$ cat src/addr_xlate_pkg.sv
/* shared widths, thread count and word types for the per-thread address
   translation stage */

package addr_xlate_pkg;

    //////////////////////////////
    // widths

    // data address width, the whole data space is 4096 words
    localparam int ADDR_WIDTH = 12;

    // width of a word on the data write path
    localparam int WORD_WIDTH = 16;

    //////////////////////////////
    // barrel threads

    localparam int THREAD_COUNT = 8; // threads issue in strict rotation
    localparam int THREAD_WIDTH = 3; // enough bits to number every thread

    //////////////////////////////
    // word types

    // a data address as issued by a thread or sent on to memory
    typedef logic [ADDR_WIDTH-1:0] addr_t;

    // a written data word, an offset is its low ADDR_WIDTH bits
    typedef logic [WORD_WIDTH-1:0] word_t;

    // the number of a hardware thread
    typedef logic [THREAD_WIDTH-1:0] thread_t;

endpackage
$ cat src/thread_addr_unit.sv
/* top level of the per-thread address translation stage, connects the
   thread counter, offset write port, offset table and translator */

`timescale 1ns/10ps

module thread_addr_unit
    import addr_xlate_pkg::*;
#(
    parameter int unsigned INITIAL_THREAD      = 0,
    parameter int unsigned OFFSETS_WRITE_DELAY = 2,
    parameter int unsigned OFFSET_ADDR_BASE    = 12'h800,
    parameter int unsigned IO_ADDR_BASE        = 12'hF00,
    parameter int unsigned IO_ADDR_COUNT       = 32,
    parameter int unsigned HIGHMEM_ADDR_BASE   = 12'hC00,
    parameter int unsigned HIGHMEM_ADDR_COUNT  = 256
)
(
    input  logic    clock,
    input  logic    rst,
    input  addr_t   addr_in,
    input  logic    write_en,
    input  addr_t   write_addr,
    input  word_t   write_data,
    output addr_t   addr_out,
    output thread_t current_thread
);

    thread_t next_thread;
    logic    table_wren;
    thread_t table_thread;
    addr_t   table_offset;
    addr_t   offset_value;

    thread_counter #(
        .INITIAL_THREAD (INITIAL_THREAD)
    ) u_thread_counter (
        .clock          (clock),
        .rst            (rst),
        .current_thread (current_thread),
        .next_thread    (next_thread)
    );

    offset_write_port #(
        .OFFSET_ADDR_BASE    (OFFSET_ADDR_BASE),
        .OFFSETS_WRITE_DELAY (OFFSETS_WRITE_DELAY)
    ) u_offset_write_port (
        .clock          (clock),
        .rst            (rst),
        .write_en       (write_en),
        .write_addr     (write_addr),
        .write_data     (write_data),
        .current_thread (current_thread),
        .table_wren     (table_wren),
        .table_thread   (table_thread),
        .table_offset   (table_offset)
    );

    // read one slot ahead so the offset meets its thread's address
    offset_table u_offset_table (
        .clock        (clock),
        .wren         (table_wren),
        .write_thread (table_thread),
        .write_offset (table_offset),
        .read_thread  (next_thread),
        .offset_value (offset_value)
    );

    addr_translator #(
        .IO_ADDR_BASE       (IO_ADDR_BASE),
        .IO_ADDR_COUNT      (IO_ADDR_COUNT),
        .HIGHMEM_ADDR_BASE  (HIGHMEM_ADDR_BASE),
        .HIGHMEM_ADDR_COUNT (HIGHMEM_ADDR_COUNT)
    ) u_addr_translator (
        .clock        (clock),
        .rst          (rst),
        .addr_in      (addr_in),
        .offset_value (offset_value),
        .addr_out     (addr_out)
    );

endmodule

$ cat src/addr_translator.sv
/* address translator, decodes the I/O and high-memory windows, adds the
   thread offset and registers the raw or translated address */

`timescale 1ns/10ps

module addr_translator
    import addr_xlate_pkg::*;
#(
    parameter int unsigned IO_ADDR_BASE       = 12'hF00,
    parameter int unsigned IO_ADDR_COUNT      = 32,
    parameter int unsigned HIGHMEM_ADDR_BASE  = 12'hC00,
    parameter int unsigned HIGHMEM_ADDR_COUNT = 256
)
(
    input  logic  clock,
    input  logic  rst,
    input  addr_t addr_in,
    input  addr_t offset_value,
    output addr_t addr_out
);

    //////////////////////////////
    // window decode

    logic in_io;
    logic in_highmem;

    always_comb begin
        in_io      = (32'(addr_in) >= IO_ADDR_BASE) &&
                     (32'(addr_in) < IO_ADDR_BASE + IO_ADDR_COUNT);
        in_highmem = (32'(addr_in) >= HIGHMEM_ADDR_BASE) &&
                     (32'(addr_in) < HIGHMEM_ADDR_BASE + HIGHMEM_ADDR_COUNT);
    end

    //////////////////////////////
    // stage 1

    addr_t raw_addr;
    addr_t offset_addr;
    logic  use_raw_addr;

    always_ff @(posedge clock) begin
        raw_addr    <= addr_in;
        offset_addr <= addr_in + offset_value; // wraps around the top of the address space
    end

    // shared devices and high memory are the same for all threads
    always_ff @(posedge clock) begin
        if (rst) begin
            use_raw_addr <= 1'b0;
        end else begin
            use_raw_addr <= in_io || in_highmem;
        end
    end

    //////////////////////////////
    // stage 2

    always_ff @(posedge clock) begin
        if (rst) begin
            addr_out <= '0;
        end else if (use_raw_addr) begin
            addr_out <= raw_addr;
        end else begin
            addr_out <= offset_addr;
        end
    end

    //////////////////////////////
    // checks

    // the memory map keeps the two windows apart
    a_windows_disjoint : assert property (
        @(posedge clock) disable iff (rst)
        !(in_io && in_highmem)
    ) else $error("address 0x%h falls in both the I/O and high-memory windows", addr_in);

endmodule

$ cat src/offset_table.sv
/* per-thread offset memory, one write port and one registered read port */

`timescale 1ns/10ps

module offset_table
    import addr_xlate_pkg::*;
(
    input  logic    clock,
    input  logic    wren,
    input  thread_t write_thread,
    input  addr_t   write_offset,
    input  thread_t read_thread,
    output addr_t   offset_value
);

    addr_t mem [THREAD_COUNT];

    // threads that never wrote an offset see their addresses untouched
    initial begin
        for (int i = 0; i < THREAD_COUNT; i++) begin
            mem[i] = '0;
        end
    end

    //////////////////////////////
    // write side

    always_ff @(posedge clock) begin
        if (wren) begin
            mem[write_thread] <= write_offset;
        end
    end

    //////////////////////////////
    // read side

    // read_thread runs one slot ahead, so the value lands in its own slot
    // a read on the same edge as a write returns the old offset
    always_ff @(posedge clock) begin
        offset_value <= mem[read_thread];
    end

endmodule

$ cat src/offset_write_port.sv
/* offset write capture, decodes the offset window, tags each hit with the
   issuing thread and delays it to line up with the data memory writes */

`timescale 1ns/10ps

module offset_write_port
    import addr_xlate_pkg::*;
#(
    parameter int unsigned OFFSET_ADDR_BASE    = 12'h800,
    parameter int unsigned OFFSETS_WRITE_DELAY = 2
)
(
    input  logic    clock,
    input  logic    rst,
    input  logic    write_en,
    input  addr_t   write_addr,
    input  word_t   write_data,
    input  thread_t current_thread,
    output logic    table_wren,
    output thread_t table_thread,
    output addr_t   table_offset
);

    //////////////////////////////
    // window decode

    logic in_window;
    logic write_hit;

    // any of the THREAD_COUNT words in the window sets the offset of the issuing thread
    always_comb begin
        in_window = (32'(write_addr) >= OFFSET_ADDR_BASE) &&
                    (32'(write_addr) < OFFSET_ADDR_BASE + THREAD_COUNT);
        write_hit = write_en && in_window;
    end

    //////////////////////////////
    // delay line

    logic    wren_pipe   [OFFSETS_WRITE_DELAY];
    thread_t thread_pipe [OFFSETS_WRITE_DELAY];
    addr_t   offset_pipe [OFFSETS_WRITE_DELAY];

    // only the enables need a known value after reset
    always_ff @(posedge clock) begin
        if (rst) begin
            for (int i = 0; i < OFFSETS_WRITE_DELAY; i++) begin
                wren_pipe[i] <= 1'b0;
            end
        end else begin
            wren_pipe[0] <= write_hit;
            for (int i = 1; i < OFFSETS_WRITE_DELAY; i++) begin
                wren_pipe[i] <= wren_pipe[i-1];
            end
        end
    end

    always_ff @(posedge clock) begin
        thread_pipe[0] <= current_thread;            // thread that owned the slot
        offset_pipe[0] <= write_data[ADDR_WIDTH-1:0]; // an offset spans the address space
        for (int i = 1; i < OFFSETS_WRITE_DELAY; i++) begin
            thread_pipe[i] <= thread_pipe[i-1];
            offset_pipe[i] <= offset_pipe[i-1];
        end
    end

    assign table_wren   = wren_pipe[OFFSETS_WRITE_DELAY-1];
    assign table_thread = thread_pipe[OFFSETS_WRITE_DELAY-1];
    assign table_offset = offset_pipe[OFFSETS_WRITE_DELAY-1];

    //////////////////////////////
    // checks

    // a table write must come from a strobe exactly one delay line length back
    a_wren_has_strobe : assert property (
        @(posedge clock) disable iff (rst)
        table_wren |-> $past(write_en, OFFSETS_WRITE_DELAY)
    ) else $error("table write without a matching write strobe");

endmodule

$ cat src/thread_counter.sv
/* barrel issue slot counter, gives the current thread and the one after it */

`timescale 1ns/10ps

module thread_counter
    import addr_xlate_pkg::*;
#(
    parameter int unsigned INITIAL_THREAD = 0
)
(
    input  logic    clock,
    input  logic    rst,
    output thread_t current_thread,
    output thread_t next_thread
);

    localparam thread_t LAST_THREAD = thread_t'(THREAD_COUNT - 1);

    // wrap explicitly so a thread count that is not a power of two still works
    always_comb begin
        if (current_thread == LAST_THREAD) begin
            next_thread = '0;
        end else begin
            next_thread = current_thread + thread_t'(1);
        end
    end

    always_ff @(posedge clock) begin
        if (rst) begin
            current_thread <= thread_t'(INITIAL_THREAD);
        end else begin
            current_thread <= next_thread; // one slot per clock
        end
    end

    // the offset table is indexed by this counter and has no entries past the last thread
    a_thread_in_range : assert property (
        @(posedge clock) disable iff (rst)
        32'(current_thread) < THREAD_COUNT
    ) else $error("current_thread left the thread range");

endmodule

$ cat config.mk
export PLATFORM = sky130hd
export DESIGN_NAME = thread_addr_unit
export DESIGN_NICKNAME = d
export VERILOG_FILES = /design/src/addr_xlate_pkg.sv /design/src/thread_addr_unit.sv /design/src/addr_translator.sv /design/src/offset_table.sv /design/src/offset_write_port.sv /design/src/thread_counter.sv
export SDC_FILE = /design/constraint.sdc
export NUM_CORES = 1
export LEC_CHECK = 0
export BUFFER_PORTS_ARGS = -buffer_cell sky130_fd_sc_hd__buf_4
export CAP_MARGIN = 25
export CORE_ASPECT_RATIO = 0.8
export CORE_MARGIN = 2
export CORE_UTILIZATION = 50
export CTS_BUF_LIST = sky130_fd_sc_hd__clkbuf_4 sky130_fd_sc_hd__clkbuf_8
export DETAILED_ROUTE_END_ITERATION = 8
export GPL_TIMING_DRIVEN = 0
export PLACE_DENSITY = 0.69
export SYNTH_ARGS = -nofsm -noshare
export SYNTH_HDL_FRONTEND = slang
export SYNTH_SLANG_ARGS = --single-unit
$ cat constraint.sdc
create_clock -name clock -period 2.8 [get_ports clock]
set_input_delay 0.56 -clock clock [delete_from_list [all_inputs] [get_ports clock]]
set_output_delay 0.56 -clock clock [all_outputs]
set_load 0.01 [all_outputs]
==> results of run 1 <==
## cell families (layout without fill, tap and decap cells)
kind of cell    Yosys count  in the layout
xor+xnor                 11             11
simple gates             51             51
fa+ha+maj                14             14
mux                      48             48
buf+inv                  10             99
compound gates           22             22
flops                   180            180
## metal layers
metal  wire (um)  GRT usage (%)  up-vias
li1            -              -     1427
met1        4800           22.1     1482
met2        4740           27.3       95
met3         530           5.09       12
met4         104           6.00        0
met5           0              0        -
## path summary, 6_finish.rpt
kind	end	slack, ns	depth (start not counted)
hold reg to reg	u_offset_write_port.offset_pipe[0][18]	0.33	0
setup / recovery	u_offset_table.offset_value[11]	0.39	6
setup reg to reg	u_offset_table.offset_value[11]	0.39	6
hold / removal	u_offset_write_port.offset_pipe[0][7]	0.21	1
## metrics by stage
| stage | instances | cell area, um2 | worst slack (ns) |
|---|---|---|---|
| CTS | 577 | 7190 | 0.396 |
| global route | 577 | 7190 | 0.296 |
| global placement | 537 | 6680 | 0.154 |
| finish | 577 | 7190 | 0.395 |
| floorplan | 336 | 6120 | 0.483 |
| detailed placement | 545 | 6770 | 0.0996 |
## critical path: cells and delay by family (launching register included)
kind	cells	cell delay [ns]
adder cells (fa/ha/maj)	2	0.40
buffers and inverters	1	0.40
flip-flops	1	0.35
multiplexers	2	0.68
AND/OR/NAND/NOR	1	0.45
## layout make-up
cell class / count / area, um2 / share of cell area, %
repair buffers: 57 / 447 / 6.21
well taps: 152 / 190 / 2.64
clock inverters: 13 / 170 / 2.37
flip-flops and latches: 180 / 4560 / 63.5
clock buffers: 19 / 255 / 3.55
plain buffers: 10 / 50.0 / 0.696
multi-input cells: 146 / 1510 / 21.1
## where the power goes
group | internal [mW] | switching [mW]
sequential | 2.97 | 0.0723
clock | 0.931 | 0.909
combinational | 0.372 | 0.325
total | 4.27 | 1.31
## cells in the mapped netlist
cell	count	area share [%]
nor3_1	7	0.57
and4b_1	1	0.16
and2_1	2	0.20
a21boi_1	1	0.12
and3_4	1	0.18
a2111oi_4	1	0.45
mux4_2	24	8.8
buf_1	1	0.061
a21o_1	3	0.37
mux2_2	12	2.2
a41oi_2	1	0.27
or4_1	2	0.25
a21oi_2	1	0.14
o21bai_1	1	0.12
o21ai_0	3	0.25
nand2b_1	3	0.31
a2111oi_0	1	0.14
xor2_1	4	0.57
o21a_1	1	0.12
nand3b_1	1	0.12
fa_1	1	0.33
nand3_1	2	0.16
ha_1	13	2.7
nand2_1	3	0.18
clkbuf_1	3	0.18
edfxtp_1	96	47
a21oi_1	8	0.65
nor2b_1	3	0.31
nand4_1	3	0.31
buf_2	4	0.33
xnor2_1	7	1.0
a211oi_1	1	0.12
and3_1	1	0.10
or3_1	1	0.10
buf_4	2	0.25
dfxtp_1	84	27
mux2i_1	12	2.0
nor2_1	21	1.3
## flip-flops by register name (all words and copies together) (netlist names)
| name | cells |
|---|---|
| u_offset_table.mem | 96 |
| u_offset_write_port.offset_pipe | 24 |
| u_addr_translator.addr_out | 12 |
| u_addr_translator.offset_addr | 12 |
| u_addr_translator.raw_addr | 12 |
| u_offset_table.offset_value | 12 |
| u_offset_write_port.thread_pipe | 6 |
| u_thread_counter.current_thread | 3 |
| u_offset_write_port.wren_pipe | 2 |
| u_addr_translator.use_raw_addr | 1 |
==> results.yml, run 1 <==
status:
  status: "finished clean"
grt:
  grt_overflow: 0
  antenna_found_initial: 0
  grt_max_degree: 17
  grt_pass1_vias: 3055
  grt_usage_pct: 16.9
  grt_pass1_wl_mm: 16.0
cts:
  cts_root_buf: "clkbuf_8"
  cts_setup_buffers: 0
  cts_sinks: 180
  numCtsBuffers: 17
  cts_tree: "done"
  htreeDepth: 4
  insertion_delay_ns: 0.44
  ctsResizeCount: 0
  path_clk_slew_ns: 0.09
  ctsHoldBuffers: 0
  clockBufferDepth: 2
sta:
  hold_ws_ns: 0.211
  report.final.slew_viol_count: 0
  max_slew_margin_pct: 42.7
  grt_setup_unrepaired: "no"
  timing.final.hold_violations: 0
  worstMarginPinSlew_ns: 0.856
  period_share_pct: 85.9
  setup_violations: 0
  timing.fmax_mhz: 416
  skew_ns: 0.0101
  tns_ns: 0
  fin_crit_ns: 2.41
synth:
  ys_seq_elements: 180
  syn_area_um2: 6120
  yosys_warnings: 0
  avgSynthCellArea_um2: 18.2
  synthMuxAreaShare_pct: 13.0
  yosys.area_share.simple_pct: 4.25
  syn_nets: 393
  synth-compound-area-share_pct: 2.76
  yosysSeqAreaShare_pct: 74.6
  synth_top_family_by_area: "multiplexers"
  synthAdderAreaFrac_pct: 2.99
  synth-xor-area-share_pct: 1.57
  netlist_instances: 336
  synth.distinct_cells: 38
die:
  chipHeight_um: 103
  io_pins: 58
  rows: 36
  dieWidth_um: 128
  die_area_um2: 13100
  initial_core_util_pct: 50.7
  core_um2: 12100
detailed_routing:
  via_per_inst: 5.23
  totalWireLength_mm: 10.2
  drtPass1Iterations: 4
  final_antenna_net_count: 0
  avgRoutedWirePerCell_um: 17.6
  route.detailed.drc: 0
  drt_iter0_drc: 179
  vias: 3016
setup_path:
  critPathSlowestCell: "nor2_1"
  path_cells: "ha_1 > ha_1 > nor2_1 > buf_2 > mux4_2 > mux2_2"
  worstSetupStartpointType: "flop"
  startpoint: "u_thread_counter.current_thread[0]"
  slowest_delay_ns: 0.45
  worst-setup-path-type: "flop to flop"
  required_ns: 3.12
  worstReg2RegStart: "u_thread_counter.current_thread[0]"
  arrival_ns: 2.72
  crit_path_end_kind: "flop"
  crit_path_max_fanout: 10
  crit_top_cell: "ha_1"
final_layout:
  n_antenna_cell: 0
  mostFrequentLayoutCells: "edfxtp_1 (96), dfxtp_1 (84), buf_4 (54)"
  fillerInstances: 922
  drive_above_1_share_pct: 32.2
  layout.nets: 469
  final_common_cell: "edfxtp_1"
  utilization_pct: 59.6
  area_growth_pct: 17.5
place:
  place_congestion: 0.835
  io_buffers: 49
  post-dp-hpwl_mm: 6.95
min_path:
  hold_start: "write_data[7]"
  min_path_type: "input port to flop"
power_and_ir_drop:
  peakVddDrop_uv: 536
  power_mw: 5.58
  leakagePower_nw: 2.62
  pwr_density_cell_nw_per_um2: 776
run:
  maxCapViolations: 0
Note: power is estimated with default switching activity, not from simulation.
==> run 2: changes to the inputs <==
- ABC_AREA: default -> 1
- GPL_TIMING_DRIVEN: 0 -> default
- REMOVE_ABC_BUFFERS: default -> 1
==> run 2 against run 1 <==
Effect of this change:
- routed wire length increased by 20%
- largest power group unchanged
- count of clock-buffer cells in the layout is the same
- critical endpoint is now u_offset_table.offset_value[6]
- clock power is essentially flat
- global-route usage is 1.7 points higher
- first-iteration DRC count is 97% higher
- largest cell class unchanged
- synthesized area grew 5.8%
- worst hold slack got worse by 0.013 ns
==> results.yml, run 2 <==
status:
  status: "finished clean"
setup_path:
  critPathSlowestCell: "buf_4"
  r2r_end: "u_offset_table.offset_value[6]"
  crit_buf_inv: 1
  worstReg2RegStart: "u_thread_counter.current_thread[0]"
  cp-endpoint: "u_offset_table.offset_value[6]"
  worst-setup-path-type: "flop to flop"
  worst-path-stages: 10
  crit_path_max_fanout: 44
  path_cells: "ha_1 > ha_1 > nor2_4 > buf_4 > nor2_1 > nor2_1 > o21ai_0 > nand2_1 > nand2_1 > nand2_1"
  regToRegSetupSlack_ns: 0.67
  reg2reg_depth: 10
  startpoint: "u_thread_counter.current_thread[0]"
  worstSetupStartpointType: "flop"
  required_ns: 3.19
  slowest_delay_ns: 0.46
  path_delay_family: "simple AND/OR/NAND/NOR gates"
  crit_path_end_kind: "flop"
  arrival_ns: 2.52
  crit_top_cell: "nand2_1"
detailed_routing:
  route.detailed.drc: 0
  via_per_inst: 4.91
  final_antenna_net_count: 0
  totalWireLength_mm: 12.2
  avgRoutedWirePerCell_um: 14.4
  vias: 4164
  drt_iter0_drc: 353
  drtPass1Iterations: 5
sta:
  fin_crit_ns: 2.13
  worst_slack_ns: 0.671
  worstMarginPinSlew_ns: 0.786
  timing.final.hold_violations: 0
  timing.fmax_mhz: 470
  max_slew_margin_pct: 47.5
  report.final.slew_viol_count: 0
  skew_ns: 0.0149
  tns_ns: 0
  grt_setup_unrepaired: "no"
  period_share_pct: 76.0
  setup_violations: 0
grt:
  grt_usage_pct: 18.6
  grt_max_degree: 50
  grt_pass1_vias: 3871
  grt_overflow: 0
  antenna_found_initial: 0
  grt_pass1_wl_mm: 19.3
cts:
  ctsHoldBuffers: 0
  clockBufferDepth: 2
  insertion_delay_ns: 0.46
  cts_root_buf: "clkbuf_8"
  cts_tree: "done"
  cts_sinks: 180
  ctsResizeCount: 0
  cts_setup_buffers: 0
  numCtsBuffers: 17
  path_clk_slew_ns: 0.10
  htreeDepth: 4
die:
  die_area_um2: 13900
  io_pins: 58
  chipHeight_um: 106
  rows: 37
  core_um2: 12700
  initial_core_util_pct: 50.9
  dieWidth_um: 131
power_and_ir_drop:
  peakVddDrop_uv: 430
  leakagePower_nw: 3.10
  pwr_density_cell_nw_per_um2: 776
place:
  io_buffers: 50
  post-dp-hpwl_mm: 7.62
  dp_slack_ns: 0.699
  place_congestion: 0.906
synth:
  async_flop_share_pct: 0
  synth-edff-count: 96
  syn_area_um2: 6480
  yosysMostFrequentCell: "nand2_1"
  yosys_warnings: 0
  synth_common_cells: "nand2_1 (141), nor2_1 (119), edfxtp_1 (96)"
  ys_seq_elements: 180
  yosysSeqAreaShare_pct: 70.5
  ys.flop_type: "edfxtp_1"
  netlist_top_cells_area: "edfxtp_1 (45%), dfxtp_1 (26%), nand2_1 (8.2%)"
  avgSynthCellArea_um2: 10.8
  netlist_instances: 600
  synth.top_cell.area_share_pct: 44.5
  synth.distinct_cells: 27
  yosysTopAreaCell: "edfxtp_1"
final_layout:
  area_growth_pct: 15.1
  largest_register_ffs: 96
  largest_registers: "u_offset_table.mem x96, u_offset_write_port.offset_pipe x24"
  top_register: "u_offset_table.mem"
  mostFrequentLayoutCells: "nand2_1 (141), nor2_1 (119), edfxtp_1 (96)"
  layout.nets: 717
  final_common_cell: "nand2_1"
  n_antenna_cell: 0
  drive_above_1_share_pct: 14.6
min_path:
  min_path_type: "input port to flop"
run:
  maxCapViolations: 0
-- run 2: layout make-up --
| cell class | count | area [um2] |
|---|---|---|
| fillers | 1035 | 5270 |
| flip-flops and latches | 180 | 4560 |
| multi-input cells | 369 | 1680 |
| repair buffers | 62 | 465 |
| clock buffers | 19 | 249 |
| well taps | 175 | 219 |
| clock inverters | 13 | 166 |
| inverters | 30 | 113 |
-- run 2: where the power goes --
part	switching (mW)	internal [mW]	total (mW)
logic	0.524	0.364	0.887
registers	0.0831	2.99	3.08
clock network	0.910	0.918	1.83
-- run 2: worst min-delay path by stage --
stage                                                 from                                     end  slack (ns)  depth (start not counted)
global route                                 write_data[3]   u_offset_write_port.offset_pipe[0][3]        0.17                          1
global placement    u_offset_write_port.offset_pipe[0][10]  u_offset_write_port.offset_pipe[0][22]        0.31                          0
finish                                       write_data[5]   u_offset_write_port.offset_pipe[0][5]        0.20                          1
floorplan            u_offset_write_port.offset_pipe[0][0]  u_offset_write_port.offset_pipe[0][12]        0.31                          0
detailed placement   u_offset_write_port.offset_pipe[0][8]  u_offset_write_port.offset_pipe[0][20]        0.31                          0
CTS                                          write_data[5]   u_offset_write_port.offset_pipe[0][5]        0.18                          1
-- run 2: kinds of logic after synthesis --
group	synth area share, %
AO/OA/AOI/OAI	5.04
XOR/XNOR	0.947
adder cells (fa/ha/maj)	2.82
buffers and inverters	3.57
flip-flops	70.5
AND/OR/NAND/NOR	17.1
-- run 2: stage by stage --
stage	instance area [um2]	power, mW	util (%)	std cells	hold slack, ns
2_1_floorplan	6360	3.71	-	579	0.310
3_3_place_gp	7040	4.01	55.3	816	0.310
3_5_place_dp	7040	4.02	55.3	816	0.312
4_1_cts	7460	5.83	58.6	848	0.181
5_1_grt	7460	6.09	58.6	848	0.170
6_report	7460	5.79	58.6	848	0.199
-- run 2: worst register-to-register path, stage by stage (launching register included) --
cell	delay (ns)
dfxtp_1	0.38
ha_1	0.22
ha_1	0.21
nor2_4	0.18
buf_4	0.46
nor2_1	0.13
nor2_1	0.11
o21ai_0	0.11
nand2_1	0.11
nand2_1	0.05
nand2_1	0.13
-- run 2: per-layer routing --
| metal | wire length [um] | share of wire (%) | GRT usage, % |
|---|---|---|---|
| met4 | 258 | 2.1 | 8.46 |
| met1 | 5840 | 48 | 26.1 |
| met2 | 5280 | 43 | 27.4 |
| met5 | 0 | 0 | 0 |
| met3 | 834 | 6.8 | 4.91 |
==> run 3: changes to the inputs <==
- PLACE_DENSITY: 0.69 -> 0.72
- clock period: 2.8 -> 1.7 ns (I/O delays scaled with it)
==> run 3 against run 2 <==
Effect of this change:
- critical path depth grew 1
- sequential cell count is the same
- utilization increased by 4.5 points
- maximum frequency grew 31%
- sequential share of layout area down 4.3 points
- worst hold slack got worse by 0.079 ns
- total power is 67% higher
- via count grew 4.6%
==> results.yml, run 3 (synthesized netlist as in run 2, its figures left out) <==
status:
  status: "finished clean"
cts:
  clockBufferDepth: 2
  cts_tree: "done"
  insertion_delay_ns: 0.47
  cts_root_buf: "clkbuf_8"
  htreeDepth: 4
  numCtsBuffers: 17
  cts_sinks: 180
  path_clk_slew_ns: 0.09
sta:
  skew_ns: 0.0125
  fin_crit_ns: 1.62
  report.final.slew_viol_count: 0
  timing.fmax_mhz: 617
  max_slew_margin_pct: 75.7
  period_share_pct: 95.3
  grt_setup_unrepaired: "yes"
  worstMarginPinSlew_ns: 0.364
  timing.final.hold_violations: 0
  setup_violations: 0
detailed_routing:
  met3WireLength_um: 999
  drtPass1Iterations: 4
  wl_met2_mm: 6.41
  final_antenna_net_count: 0
  totalWireLength_mm: 13.0
  met1_length_mm: 5.40
  route.detailed.drc: 0
  avgRoutedWirePerCell_um: 14.7
  drt_iter0_drc: 320
  vias: 4356
  via_per_inst: 4.90
  highest_layer: "met4"
setup_path:
  regToRegSetupSlack_ns: 0.08
  required_ns: 2.10
  worstReg2RegStart: "u_thread_counter.current_thread[1]"
  crit_path_end_kind: "flop"
  worst-setup-path-type: "flop to flop"
  arrival_ns: 2.02
  crit_path_max_fanout: 6
  worstSetupStartpointType: "flop"
  reg2reg_depth: 11
  startpoint: "u_thread_counter.current_thread[1]"
die:
  initial_core_util_pct: 50.9
  core_um2: 12700
  io_pins: 58
  dieWidth_um: 131
  rows: 37
  die_area_um2: 13900
  chipHeight_um: 106
final_layout:
  multi_input_area_um2: 1770
  fin_area_um2: 8030
  drive_above_1_share_pct: 19.3
  n_antenna_cell: 0
  mostFrequentLayoutCells: "nand2_1 (137), nor2_1 (113), edfxtp_1 (96)"
  top_register: "u_offset_table.mem"
  layout.nets: 758
  area_growth_pct: 24.0
  final_common_cell: "nand2_1"
  fillerInstances: 1001
  largest_registers: "u_offset_table.mem x96, u_offset_write_port.offset_pipe x24"
  stdcell_count: 889
  largest_register_ffs: 96
  regArea_um2: 4570
grt:
  grt_overflow: 0
  grt_usage_pct: 19.4
  grt_pass1_vias: 4140
  antenna_found_initial: 0
  grt_max_degree: 37
  grt_pass1_wl_mm: 20.3
min_path:
  hold_depth: 2
  min_path_type: "input port to flop"
  hold_start: "addr_in[0]"
power_and_ir_drop:
  p_sw_mw: 2.64
  pwr-share-seq_pct: 52.2
  comb_power_share_pct: 17.8
  p_int_mw: 7.05
  netSwitchingFraction_pct: 27.3
  peakVddDrop_uv: 797
  clkPwrFrac_pct: 30.0
  pwr_density_cell_nw_per_um2: 1210
  leakagePower_nw: 3.32
place:
  io_buffers: 50
  place_congestion: 0.870
  placedCellCount: 825
  post-dp-hpwl_mm: 7.50
  placed_area_um2: 7150
run:
  maxCapViolations: 0
-- run 3: changes by cell type in the layout (fill, tap and decap cells not counted), sizes merged --
cell,previous run,this run
buf,62,76
clkbuf,19,20
bufinv,3,2
inv,38,36
clkinvlp,0,2
dlygate4sd3,0,24
clkinv,2,5
-- run 3: critical path, stage by stage (launching register included) --
cell and delay (ns):
dfxtp_2 0.34, ha_4 0.16, ha_4 0.16, nor2_4 0.17
buf_6 0.15, buf_12 0.13, nor2_4 0.03, nor2_2 0.11
o21ai_2 0.07, nand2_1 0.07, nand2_1 0.06, nand2_2 0.10
-- run 3: area by class of cell --
class	count	share of cell area, %
clock inverter	15	2.12
sequential	180	56.9
tap	175	2.73
inverter	30	1.40
multi-input combinational	369	22.1
timing repair buffer	103	11.9
clock buffer	17	2.91
-- run 3: worst paths after layout --
path                                                               end
worst max register to register          u_offset_table.offset_value[0]
worst max-delay path                    u_offset_table.offset_value[0]
worst min-delay path                  u_addr_translator.offset_addr[0]
worst min register to register  u_offset_write_port.offset_pipe[0][23]
-- run 3: layer usage --
| metal | up-vias | track usage [%] |
|---|---|---|
| li1 | 2177 | - |
| met1 | 2011 | 23.9 |
| met2 | 151 | 32.2 |
| met3 | 17 | 6.11 |
| met4 | 0 | 7.22 |
| met5 | - | 0 |
-- run 3: timing repair --
action,in CTS,in global routing
gates resized for setup,1,33
cloned,1,3
endpoints found under the hold margin,24,0
endpoints found under the setup margin,2,19
hold buffers,24,0
buffers inserted,1,3
pin swaps,1,7
-- run 3: metrics by stage --
stage	setup TNS [ns]	setup slack, ns	utilization [%]	total power, mW	hold slack (ns)
6_report	0	0.0795	63.1	9.69	0.120
5_1_grt	-0.102	-0.0392	63.1	10.2	0.104
4_1_cts	0	0.00793	61.5	9.63	0.0898
3_5_place_dp	-0.0368	-0.0319	56.1	6.69	0.312
3_3_place_gp	0	0.0266	56.1	6.63	0.311
2_1_floorplan	-7.35	-0.589	-	6.11	0.310
-- run 3: power by group through the flow --
stage / clock network [mW] / logic (mW) / registers (mW)
3_5_place_dp: 0 / 1.54 / 5.16
2_1_floorplan: 0 / 0.941 / 5.17
3_3_place_gp: 0 / 1.49 / 5.15
5_1_grt: 3.16 / 1.95 / 5.10
6_report: 2.90 / 1.73 / 5.06
4_1_cts: 2.97 / 1.60 / 5.05
